`src/common/exu_pkg.sv`:
```
// Shared widths, opcodes and bundle types of the integer execution stage
`default_nettype none

package exu_pkg;

  localparam int XLEN       = 32;
  localparam int RFIDX_W    = 5;
  localparam int OITF_DEPTH = 2;                    // Loads in flight
  localparam int ITAG_W     = $clog2(OITF_DEPTH);

  // Major opcodes of the kept subset
  localparam logic [6:0] OPC_OP    = 7'b0110011;
  localparam logic [6:0] OPC_OPIMM = 7'b0010011;
  localparam logic [6:0] OPC_LUI   = 7'b0110111;
  localparam logic [6:0] OPC_LOAD  = 7'b0000011;

  typedef enum logic [3:0] {
    ALU_ADD,
    ALU_SUB,
    ALU_AND,
    ALU_OR,
    ALU_XOR,
    ALU_SLL,
    ALU_SRL,
    ALU_SLT,
    ALU_PASSB                                       // Operand 2 through, for LUI
  } alu_op_e;

  typedef struct packed {
    logic [RFIDX_W-1:0] rs1idx;
    logic [RFIDX_W-1:0] rs2idx;
    logic [RFIDX_W-1:0] rdidx;
    logic               rs1en;
    logic               rs2en;
    logic               rdwen;
    logic               imm_sel;                    // Operand 2 from immediate
    logic               is_load;
    logic               illegal;
    alu_op_e            alu_op;
  } dec_info_t;

  typedef struct packed {
    logic [XLEN-1:0]    op1;
    logic [XLEN-1:0]    op2;
    logic [RFIDX_W-1:0] rdidx;
    logic               rdwen;
    logic               is_load;
    alu_op_e            alu_op;
  } alu_req_t;

  typedef struct packed {
    logic               vld;
    logic [RFIDX_W-1:0] rdidx;
    logic [XLEN-1:0]    data;
  } wbck_t;

  typedef struct packed {
    logic [RFIDX_W-1:0] rdidx;
    logic [XLEN-1:0]    addr;
  } oitf_entry_t;

  // Wishbone classic, read-only master side
  typedef struct packed {
    logic            cyc;
    logic            stb;
    logic [XLEN-1:0] adr;
  } wb_req_t;

  typedef struct packed {
    logic            ack;
    logic [XLEN-1:0] dat;
  } wb_rsp_t;

endpackage

`default_nettype wire

```
`src/source/exu_regfile.sv`:
```
// Integer register file, x1..x31 with two read ports and one write port
`timescale 1ns/1ps
`default_nettype none

module exu_regfile import exu_pkg::*; (
  input  wire logic               clk,
  input  wire logic               i_arst_n,
  input  wire logic [RFIDX_W-1:0] i_rs1idx,
  input  wire logic [RFIDX_W-1:0] i_rs2idx,
  output      logic [XLEN-1:0]    o_rs1,
  output      logic [XLEN-1:0]    o_rs2,
  input  wire wbck_t              i_wbck,
  output      logic [XLEN-1:0]    o_x1
);

  logic [XLEN-1:0] rf_q [1:31];                     // No storage for x0

  always_ff @(posedge clk or negedge i_arst_n) begin
    if (!i_arst_n) begin
      for (int i = 1; i < 32; i++) begin
        rf_q[i] <= '0;
      end
    end else if (i_wbck.vld && (i_wbck.rdidx != '0)) begin
      rf_q[i_wbck.rdidx] <= i_wbck.data;
    end
  end

  // Reads see the value before a same-cycle write
  assign o_rs1 = (i_rs1idx == '0) ? '0 : rf_q[i_rs1idx];
  assign o_rs2 = (i_rs2idx == '0) ? '0 : rf_q[i_rs2idx];
  assign o_x1  = rf_q[1];                           // Read-out for the fetch side

endmodule

`default_nettype wire

```
`src/source/exu_decode.sv`:
```
// Instruction decoder for the integer subset, with immediate and illegal flag
`timescale 1ns/1ps
`default_nettype none

module exu_decode import exu_pkg::*; (
  input  wire logic [XLEN-1:0] i_ir,
  output      dec_info_t       o_dec,
  output      logic [XLEN-1:0] o_imm
);

  logic [6:0] opcode;
  logic [2:0] funct3;
  logic [6:0] funct7;

  assign opcode = i_ir[6:0];
  assign funct3 = i_ir[14:12];
  assign funct7 = i_ir[31:25];

  always_comb begin
    o_dec         = '0;
    o_dec.rs1idx  = i_ir[19:15];
    o_dec.rs2idx  = i_ir[24:20];
    o_dec.rdidx   = i_ir[11:7];
    o_dec.alu_op  = ALU_ADD;
    o_dec.illegal = 1'b1;                           // Cleared by a known encoding
    case (opcode)
      OPC_OP: begin
        o_dec.rs1en = 1'b1;
        o_dec.rs2en = 1'b1;
        o_dec.rdwen = 1'b1;
        if (funct7 == 7'b0000000) begin
          o_dec.illegal = 1'b0;
          case (funct3)
            3'b000:  o_dec.alu_op = ALU_ADD;
            3'b001:  o_dec.alu_op = ALU_SLL;
            3'b010:  o_dec.alu_op = ALU_SLT;
            3'b100:  o_dec.alu_op = ALU_XOR;
            3'b101:  o_dec.alu_op = ALU_SRL;
            3'b110:  o_dec.alu_op = ALU_OR;
            3'b111:  o_dec.alu_op = ALU_AND;
            default: o_dec.illegal = 1'b1;          // SLTU not kept
          endcase
        end else if ((funct7 == 7'b0100000) && (funct3 == 3'b000)) begin
          o_dec.illegal = 1'b0;
          o_dec.alu_op  = ALU_SUB;
        end
      end
      OPC_OPIMM: begin
        o_dec.rs1en   = 1'b1;
        o_dec.rdwen   = 1'b1;
        o_dec.imm_sel = 1'b1;
        o_dec.illegal = 1'b0;
        case (funct3)
          3'b000:  o_dec.alu_op = ALU_ADD;
          3'b100:  o_dec.alu_op = ALU_XOR;
          3'b110:  o_dec.alu_op = ALU_OR;
          3'b111:  o_dec.alu_op = ALU_AND;
          default: o_dec.illegal = 1'b1;            // Shifts and SLTI dropped
        endcase
      end
      OPC_LUI: begin
        o_dec.rdwen   = 1'b1;
        o_dec.imm_sel = 1'b1;
        o_dec.alu_op  = ALU_PASSB;
        o_dec.illegal = 1'b0;
      end
      OPC_LOAD: begin
        o_dec.rs1en   = 1'b1;
        o_dec.rdwen   = 1'b1;
        o_dec.imm_sel = 1'b1;
        o_dec.is_load = 1'b1;
        o_dec.illegal = (funct3 != 3'b010);         // LW only
      end
      default: ;
    endcase

    // Illegal words become a no-op
    if (o_dec.illegal) begin
      o_dec.rs1en   = 1'b0;
      o_dec.rs2en   = 1'b0;
      o_dec.rdwen   = 1'b0;
      o_dec.imm_sel = 1'b0;
      o_dec.is_load = 1'b0;
    end
  end

  assign o_imm = (opcode == OPC_LUI) ? {i_ir[31:12], 12'b0} : {{20{i_ir[31]}}, i_ir[31:20]};

endmodule

`default_nettype wire

```
`src/source/exu_disp.sv`:
```
// Dispatch with OITF hazard stall, operand select and input handshake
`timescale 1ns/1ps
`default_nettype none

module exu_disp import exu_pkg::*; (
  input  wire logic            i_valid,
  output      logic            o_ready,
  input  wire dec_info_t       i_dec,
  input  wire logic [XLEN-1:0] i_imm,
  input  wire logic [XLEN-1:0] i_rs1,
  input  wire logic [XLEN-1:0] i_rs2,
  input  wire logic            i_oitf_full,
  input  wire logic [2:0]      i_oitf_match,      // {rd, rs2, rs1}
  output      logic            o_alu_valid,
  input  wire logic            i_alu_ready,
  output      alu_req_t        o_alu_req,
  output      logic            o_ilegl
);

  logic dep_hit;
  logic hazard;

  // RAW on either source and WAW on the destination
  assign dep_hit = (i_oitf_match[0] & i_dec.rs1en)
                 | (i_oitf_match[1] & i_dec.rs2en)
                 | (i_oitf_match[2] & i_dec.rdwen);
  assign hazard  = dep_hit | (i_dec.is_load & i_oitf_full);

  // Illegal words are swallowed without reaching the ALU
  assign o_ready     = ~hazard & (i_dec.illegal | i_alu_ready);
  assign o_alu_valid = i_valid & ~hazard & ~i_dec.illegal;
  assign o_ilegl     = i_valid & i_dec.illegal & o_ready;

  assign o_alu_req.op1     = i_rs1;
  assign o_alu_req.op2     = i_dec.imm_sel ? i_imm : i_rs2;
  assign o_alu_req.rdidx   = i_dec.rdidx;
  assign o_alu_req.rdwen   = i_dec.rdwen;
  assign o_alu_req.is_load = i_dec.is_load;
  assign o_alu_req.alu_op  = i_dec.alu_op;

endmodule

`default_nettype wire

```
`src/source/exu_alu.sv`:
```
// Integer ALU, also forms the load address and hands it to the OITF
`timescale 1ns/1ps
`default_nettype none

module exu_alu import exu_pkg::*; (
  input  wire logic  i_valid,
  output      logic  o_ready,
  input  wire alu_req_t i_req,
  output      wbck_t o_wbck,
  input  wire logic  i_wbck_gnt,
  output      logic  o_oitf_push,
  output      oitf_entry_t o_oitf_entry
);

  logic [XLEN-1:0] res;

  always_comb begin
    case (i_req.alu_op)
      ALU_ADD:   res = i_req.op1 + i_req.op2;     // Also the load address
      ALU_SUB:   res = i_req.op1 - i_req.op2;
      ALU_AND:   res = i_req.op1 & i_req.op2;
      ALU_OR:    res = i_req.op1 | i_req.op2;
      ALU_XOR:   res = i_req.op1 ^ i_req.op2;
      ALU_SLL:   res = i_req.op1 << i_req.op2[4:0];
      ALU_SRL:   res = i_req.op1 >> i_req.op2[4:0];
      ALU_SLT:   res = {{(XLEN-1){1'b0}}, $signed(i_req.op1) < $signed(i_req.op2)};
      ALU_PASSB: res = i_req.op2;
      default:   res = '0;
    endcase
  end

  // OITF room is checked in dispatch, so loads never wait here
  assign o_ready = i_req.is_load | i_wbck_gnt;

  assign o_wbck.vld   = i_valid & ~i_req.is_load & i_req.rdwen;
  assign o_wbck.rdidx = i_req.rdidx;
  assign o_wbck.data  = res;

  assign o_oitf_push        = i_valid & i_req.is_load;
  assign o_oitf_entry.rdidx = i_req.rdidx;
  assign o_oitf_entry.addr  = res;

endmodule

`default_nettype wire

```
`src/lsu/exu_oitf.sv`:
```
// Outstanding-instruction FIFO of loads, with destination match for hazards
`timescale 1ns/1ps
`default_nettype none

module exu_oitf import exu_pkg::*; (
  input  wire logic               clk,
  input  wire logic               i_arst_n,
  input  wire logic               i_push,
  input  wire oitf_entry_t        i_entry,
  input  wire logic               i_pop,
  output      oitf_entry_t        o_head,
  output      logic               o_head_vld,
  output      logic               o_full,
  output      logic               o_empty,
  input  wire logic [RFIDX_W-1:0] i_rs1idx,
  input  wire logic [RFIDX_W-1:0] i_rs2idx,
  input  wire logic [RFIDX_W-1:0] i_rdidx,
  output      logic [2:0]         o_match
);

  oitf_entry_t           ent_q [OITF_DEPTH];
  logic [OITF_DEPTH-1:0] vld_q;
  logic [ITAG_W-1:0]     wptr_q;
  logic [ITAG_W-1:0]     rptr_q;

  //////////////////////////////////////////////////////////////
  // Pointers and valid bits
  always_ff @(posedge clk or negedge i_arst_n) begin
    if (!i_arst_n) begin
      vld_q  <= '0;
      wptr_q <= '0;
      rptr_q <= '0;
    end else begin
      if (i_push) begin
        vld_q[wptr_q] <= 1'b1;
        wptr_q        <= (wptr_q == ITAG_W'(OITF_DEPTH-1)) ? '0 : wptr_q + 1'b1;
      end
      if (i_pop) begin
        vld_q[rptr_q] <= 1'b0;
        rptr_q        <= (rptr_q == ITAG_W'(OITF_DEPTH-1)) ? '0 : rptr_q + 1'b1;
      end
    end
  end

  always_ff @(posedge clk) begin
    if (i_push) begin
      ent_q[wptr_q] <= i_entry;
    end
  end

  assign o_head     = ent_q[rptr_q];
  assign o_head_vld = vld_q[rptr_q];
  assign o_full     = &vld_q;
  assign o_empty    = ~|vld_q;

  // x0 targets never create a dependency
  always_comb begin
    o_match = '0;
    for (int i = 0; i < OITF_DEPTH; i++) begin
      if (vld_q[i] && (ent_q[i].rdidx != '0)) begin
        o_match[0] = o_match[0] | (ent_q[i].rdidx == i_rs1idx);
        o_match[1] = o_match[1] | (ent_q[i].rdidx == i_rs2idx);
        o_match[2] = o_match[2] | (ent_q[i].rdidx == i_rdidx);
      end
    end
  end

  a_no_push_full: assert property (@(posedge clk) disable iff (!i_arst_n) i_push |-> !o_full)
    else $error("OITF push while full");
  a_no_pop_empty: assert property (@(posedge clk) disable iff (!i_arst_n) i_pop |-> !o_empty)
    else $error("OITF pop while empty");

endmodule

`default_nettype wire

```
`src/lsu/exu_lsu.sv`:
```
// Wishbone classic read master serving the OITF head, long-pipe write-back
`timescale 1ns/1ps
`default_nettype none

module exu_lsu import exu_pkg::*; (
  input  wire logic        clk,
  input  wire logic        i_arst_n,
  input  wire oitf_entry_t i_head,
  input  wire logic        i_head_vld,
  output      logic        o_pop,
  output      wb_req_t     o_wb_req,
  input  wire wb_rsp_t     i_wb_rsp,
  output      wbck_t       o_longp
);

  typedef enum logic {
    ST_IDLE,
    ST_BUSY
  } lsu_st_e;

  lsu_st_e st_q;
  logic    done;

  assign done = (st_q == ST_BUSY) & i_wb_rsp.ack;

  //////////////////////////////////////////////////////////////
  // Bus cycle FSM
  always_ff @(posedge clk or negedge i_arst_n) begin
    if (!i_arst_n) begin
      st_q <= ST_IDLE;
    end else begin
      case (st_q)
        ST_IDLE: if (i_head_vld) st_q <= ST_BUSY;
        ST_BUSY: if (i_wb_rsp.ack) st_q <= ST_IDLE;   // At least one idle cycle between
        default: st_q <= ST_IDLE;
      endcase
    end
  end

  // Head entry stays put until it is popped on ack
  assign o_wb_req.cyc = (st_q == ST_BUSY);
  assign o_wb_req.stb = (st_q == ST_BUSY);
  assign o_wb_req.adr = i_head.addr;

  assign o_pop         = done;
  assign o_longp.vld   = done;
  assign o_longp.rdidx = i_head.rdidx;
  assign o_longp.data  = i_wb_rsp.dat;

  a_adr_stable: assert property (@(posedge clk) disable iff (!i_arst_n)
    (o_wb_req.stb && !i_wb_rsp.ack) |=> (o_wb_req.stb && $stable(o_wb_req.adr)))
    else $error("Wishbone request changed before ack");

endmodule

`default_nettype wire

```
`src/source/exu_wbck.sv`:
```
// Final write-back arbiter, long-pipe results win over the ALU
`timescale 1ns/1ps
`default_nettype none

module exu_wbck import exu_pkg::*; (
  input  wire wbck_t i_longp,
  input  wire wbck_t i_alu,
  output      logic  o_alu_gnt,
  output      wbck_t o_rf_wbck
);

  // Long-pipe write is never back-pressured
  assign o_alu_gnt = ~i_longp.vld;

  always_comb begin
    if (i_longp.vld) begin
      o_rf_wbck = i_longp;
    end else begin
      o_rf_wbck = i_alu;
    end
  end

endmodule

`default_nettype wire

```
`src/source/exu_top.sv`:
```
// Integer execution stage, connects decode, dispatch, ALU, OITF, LSU and write-back
`timescale 1ns/1ps
`default_nettype none

module exu_top import exu_pkg::*; (
  input  wire logic            clk,
  input  wire logic            i_arst_n,
  input  wire logic            i_valid,
  output      logic            o_ready,
  input  wire logic [XLEN-1:0] i_ir,
  output      logic            o_ilegl,
  output      wb_req_t         o_wb_req,
  input  wire wb_rsp_t         i_wb_rsp,
  output      logic [XLEN-1:0] o_rf_rs1,
  output      logic [XLEN-1:0] o_rf_x1,
  output      logic            o_oitf_empty,
  output      logic            o_exu_active
);

  dec_info_t       dec;
  logic [XLEN-1:0] dec_imm;
  logic [XLEN-1:0] rf_rs2;
  wbck_t           rf_wbck;
  logic            alu_valid;
  logic            alu_ready;
  alu_req_t        alu_req;
  wbck_t           alu_wbck;
  logic            alu_gnt;
  logic            oitf_push;
  oitf_entry_t     oitf_in;
  oitf_entry_t     oitf_head;
  logic            oitf_head_vld;
  logic            oitf_pop;
  logic            oitf_full;
  logic [2:0]      oitf_match;
  wbck_t           longp;

  //////////////////////////////////////////////////////////////
  // Decode and operand read
  exu_decode u_exu_decode (.i_ir(i_ir), .o_dec(dec), .o_imm(dec_imm));

  exu_regfile u_exu_regfile (
    .clk(clk), .i_arst_n(i_arst_n), .i_rs1idx(dec.rs1idx), .i_rs2idx(dec.rs2idx),
    .o_rs1(o_rf_rs1), .o_rs2(rf_rs2), .i_wbck(rf_wbck), .o_x1(o_rf_x1)
  );

  exu_disp u_exu_disp (
    .i_valid(i_valid), .o_ready(o_ready), .i_dec(dec), .i_imm(dec_imm),
    .i_rs1(o_rf_rs1), .i_rs2(rf_rs2), .i_oitf_full(oitf_full), .i_oitf_match(oitf_match),
    .o_alu_valid(alu_valid), .i_alu_ready(alu_ready), .o_alu_req(alu_req), .o_ilegl(o_ilegl)
  );

  exu_alu u_exu_alu (
    .i_valid(alu_valid), .o_ready(alu_ready), .i_req(alu_req), .o_wbck(alu_wbck),
    .i_wbck_gnt(alu_gnt), .o_oitf_push(oitf_push), .o_oitf_entry(oitf_in)
  );

  //////////////////////////////////////////////////////////////
  // Long pipe for loads
  exu_oitf u_exu_oitf (
    .clk(clk), .i_arst_n(i_arst_n), .i_push(oitf_push), .i_entry(oitf_in),
    .i_pop(oitf_pop), .o_head(oitf_head), .o_head_vld(oitf_head_vld), .o_full(oitf_full),
    .o_empty(o_oitf_empty), .i_rs1idx(dec.rs1idx), .i_rs2idx(dec.rs2idx),
    .i_rdidx(dec.rdidx), .o_match(oitf_match)
  );

  exu_lsu u_exu_lsu (
    .clk(clk), .i_arst_n(i_arst_n), .i_head(oitf_head), .i_head_vld(oitf_head_vld),
    .o_pop(oitf_pop), .o_wb_req(o_wb_req), .i_wb_rsp(i_wb_rsp), .o_longp(longp)
  );

  exu_wbck u_exu_wbck (
    .i_longp(longp), .i_alu(alu_wbck), .o_alu_gnt(alu_gnt), .o_rf_wbck(rf_wbck)
  );

  assign o_exu_active = ~o_oitf_empty | i_valid;

endmodule

`default_nettype wire

```
`config.mk`:
```
export PLATFORM = sky130hd
export DESIGN_NAME = exu_top
export DESIGN_NICKNAME = d
export VERILOG_FILES = /design/src/common/exu_pkg.sv /design/src/source/exu_regfile.sv /design/src/source/exu_decode.sv /design/src/source/exu_disp.sv /design/src/source/exu_alu.sv /design/src/lsu/exu_oitf.sv /design/src/lsu/exu_lsu.sv /design/src/source/exu_wbck.sv /design/src/source/exu_top.sv
export SDC_FILE = /design/constraint.sdc
export NUM_CORES = 2
export LEC_CHECK = 0
export ABC_AREA = 1
export BUFFER_PORTS_ARGS = -buffer_cell sky130_fd_sc_hd__buf_2
export CORE_MARGIN = 2
export CORE_UTILIZATION = 25
export CTS_CLUSTER_SIZE = 28
export DETAILED_ROUTE_END_ITERATION = 16
export PLACE_DENSITY = 0.37
export SLEW_MARGIN = 20
export SYNTH_ARGS = -nofsm -noshare
export SYNTH_HDL_FRONTEND = slang
export SYNTH_HIERARCHICAL = 1
export SYNTH_SLANG_ARGS = --single-unit
```
`constraint.sdc`:
```
create_clock -name clk -period 3.61 [get_ports clk]
set_input_delay 1.083 -clock clk [delete_from_list [all_inputs] [get_ports clk]]
set_output_delay 1.083 -clock clk [all_outputs]
set_load 0.005 [all_outputs]
```
==> impl_metrics.json <==
{
  "avgSynthCellArea_sq_um": 6.19,
  "async_flop_share_pct": 93.1,
  "io_buffers": 169,
  "clk_path_buf_depth": 4,
  "setup_viol": 1090,
  "drv_slew": 0,
  "first_pass_iters": 7,
  "drtIter0Drc": 8882,
  "synth_fa_ha_area_share_pct": 1.67,
  "clock_latency_ns": 0.90,
  "critPathArrivalTime_ns": 5.43,
  "muxShareOfSynthArea_pct": 0.630,
  "clkTransAtPathRegs_ns": 0.05,
  "areaGrowthSynthToFinish_pct": 40.8,
  "fin_crit_ns": 4.71,
  "crit-reg2reg-capture": "u_exu_regfile/rf_q[780]",
  "die_w_um": 552,
  "reg2reg_from": "u_exu_regfile/rf_q[896]",
  "cts_sinks": 1071,
  "worstMarginPinSlew_ns": 0.892,
  "startpoint": "i_ir[20]",
  "nFillCells": 32200,
  "p_per_area_nw_per_um2": 398,
  "grt_pass1_wl_mm": 636,
  "synth_top_family_by_area": "simple AND/OR/NAND/NOR gates",
  "dp.final_hpwl_mm": 333,
  "synth_commonest_cells": "nand2_1 (5545), nand3_1 (1576), inv_1 (1170), dfrtp_1 (997), o21ai_0 (625)",
  "routed_via_density": 4.89,
  "grt_overflow_total": 0,
  "crit_path_end": "u_exu_regfile/rf_q[790]",
  "track_usage_pct": 28.8,
  "ant_nets": 0,
  "max_stage_delay_ns": 0.29,
  "critPathRequiredTime_ns": 4.33,
  "crit_path_max_fanout": 17,
  "initial_core_util_pct": 25.1,
  "crit_family": "buffers and inverters",
  "yosys.area.top_type_share_pct": 33.2,
  "core_area_sq_um": 299000,
  "drc": 0,
  "cts_tree": "built",
  "p_leak_nw": 54.5,
  "synth_edf_count": 74,
  "grt_max_degree": 84,
  "synthSimpleGateAreaFrac_pct": 41.6,
  "cap_violations": 0,
  "yosys_warnings": 6,
  "yosys.area_share.xor_xnor_pct": 0.338,
  "fin_nets": 13900,
  "cts_buffers": 153,
  "syn-num-nets": 12300,
  "hold_violations": 0,
  "drive_gt1_share_pct": 23.7,
  "cts_hold_buf": 0,
  "start_kind": "primary input",
  "chipHeight_um": 552,
  "htree_levels": 4,
  "r2r_slack_ns": -0.63,
  "syn_area_sq_um": 75100,
  "num_vias": 86900,
  "antenna_found_initial": 24,
  "setup_ws_ns": -1.10,
  "multi_input_area_sq_um": 40900,
  "synth-seq-cells": 1071,
  "wirelength_mm": 454,
  "register_area_sq_um": 27200,
  "status": "complete, but fails checks",
  "utilization_pct": 35.3,
  "wl_per_cell_um": 25.5,
  "violations": "negative setup slack",
  "finalSetupTns_ns": -941.42,
  "path_buf_inv": 13,
  "rsz0062_at_grt": "true",
  "period_share_pct": 130,
  "synth_area_leaders": "dfrtp_1 (33%), nand2_1 (28%), nand3_1 (11%), inv_1 (5.8%), o21ai_0 (4.2%)",
  "synth_flop_cell": "dfrtp_1",
  "root_buffer": "clkbuf_16",
  "stdcell_area_sq_um": 106000,
  "cp.depth": 29,
  "r2r_cells": 27,
  "critPathKind": "in2reg",
  "skew_ns": 0.0901,
  "die_area_sq_um": 305000,
  "placed_cell_area_sq_um": 96700,
  "ys_types": 55,
  "yosysSeqAreaShare_pct": 36.2,
  "hold_class": "in2async",
  "fmax_mhz": 213,
  "timing.slew.headroom_pct": 40.3,
  "hold_ws_ns": 0.234,
  "ir_drop_mv": 0.391,
  "rows": 201,
  "ios": 170,
  "synth_most_common_cell": "nand2_1",
  "gp_congestion": 0.961,
  "critPathCaptureType": "flop",
  "grt_pass1_vias": 83300,
  "synthCells": 12100,
  "synth_compound_gate_area_share_pct": 6.95,
  "yosys.area.top_type": "dfrtp_1",
  "cp_slowest_cell": "mux2_4"
}
[layout by cell type, fill, tap and decap left out, types with 17 or more instances in the layout]
cell type | netlist | layout
nor2_4 | 4 | 35
o22ai_1 | 20 | 20
dfrtp_1 | 997 | 997
nand2_1 | 5545 | 5339
a21oi_1 | 300 | 273
clkinv_2 | 1 | 26
mux2_4 | 30 | 30
nor3_1 | 36 | 24
nand4_1 | 37 | 37
o21ai_1 | 19 | 149
nor2_2 | 17 | 48
ha_1 | 97 | 62
buf_16 | 0 | 35
buf_4 | 220 | 1816
clkbuf_1 | 485 | 33
buf_2 | 190 | 159
buf_12 | 3 | 311
nand2_2 | 9 | 168
inv_1 | 1170 | 1115
clkbuf_8 | 0 | 35
buf_6 | 13 | 59
a21oi_2 | 0 | 25
ha_4 | 0 | 32
inv_2 | 33 | 67
nand3_1 | 1576 | 1483
edfxtp_1 | 74 | 74
nor2_1 | 420 | 358
and2_1 | 18 | 17
o21ai_0 | 625 | 471
clkbuf_16 | 0 | 162
o211ai_1 | 23 | 23
nand3_2 | 3 | 80
nand2_4 | 4 | 48
o21ai_2 | 0 | 23
[layer usage]
layer	track usage [%]	routed length, um	vias up
li1	-	-	40800
met1	39.0	199000	42200
met2	46.6	206000	3246
met3	3.15	27200	679
met4	12.1	22300	6
met5	0	37	-
[cell families after synthesis]
| family | Yosys count |
|---|---|
| AOI/OAI and AO/OA | 1010 |
| xor gates and xnor gates | 29 |
| adders and majority gates | 99 |
| buffers and inverters | 2193 |
| DFF | 1071 |
| muxes | 32 |
| and+or+nand+nor | 7691 |
[stage by stage]
step                worst slack (ns)  instances  power, mW
global placement               -2.59      17400       25.1
global route                   -1.18      17800       43.7
floorplan                      -1.06      12100       17.8
finish                         -1.10      17800       42.1
CTS                           -0.937      17800       42.1
detailed placement             -2.62      17400       25.1
[how the worst min path moves through the flow]
| stage | end | slack [ns] | cells after the start |
|---|---|---|---|
| after CTS | u_exu_regfile/rf_q[865] | 0.21 | 1 |
| final | u_exu_regfile/rf_q[865] | 0.23 | 1 |
| after detailed placement | u_exu_regfile/rf_q[666] | 0.46 | 2 |
| after global placement | u_exu_regfile/rf_q[566] | 0.46 | 2 |
| after floorplan | u_exu_regfile/rf_q[512] | 0.44 | 2 |
| after global routing | u_exu_regfile/rf_q[865] | 0.24 | 1 |
[registers in the layout, summed over array words and instances, names as in the netlist]
name                cells
u_exu_regfile/rf_q    960
u_exu_oitf/vld_q        2
u_exu_lsu/st_q          1
u_exu_oitf/rptr_q       1
u_exu_oitf/wptr_q       1
u_exu_regfile/o_x1     32
u_exu_oitf/ent_q       74
[where the power goes]
group	switching, mW	internal (mW)	leakage, nW	total, mW
Combinational	8.60	5.07	37.6	13.7
Sequential	0.128	12.4	14.4	12.5
Clock	6.42	9.53	2.54	16.0
[cell type report]
class,count,share of cell area (%)
Inverter,1208,4.45
Timing Repair Buffer,2402,21.6
Antenna cell,9,0.0213
Clock buffer,224,4.26
Clock inverter,50,0.606
Sequential cell,1071,25.7
Tap cell,3958,4.68
Multi-Input combinational cell,8861,38.7
[repair_timing]
action | CTS | global route
setup endpoints to repair | 1093 | 1112
pin swaps | 57 | 49
buffers inserted | 40 | 11
gates resized for setup | 526 | 285
gates cloned | 15 | 7
Power figures use the tool's default switching activity.
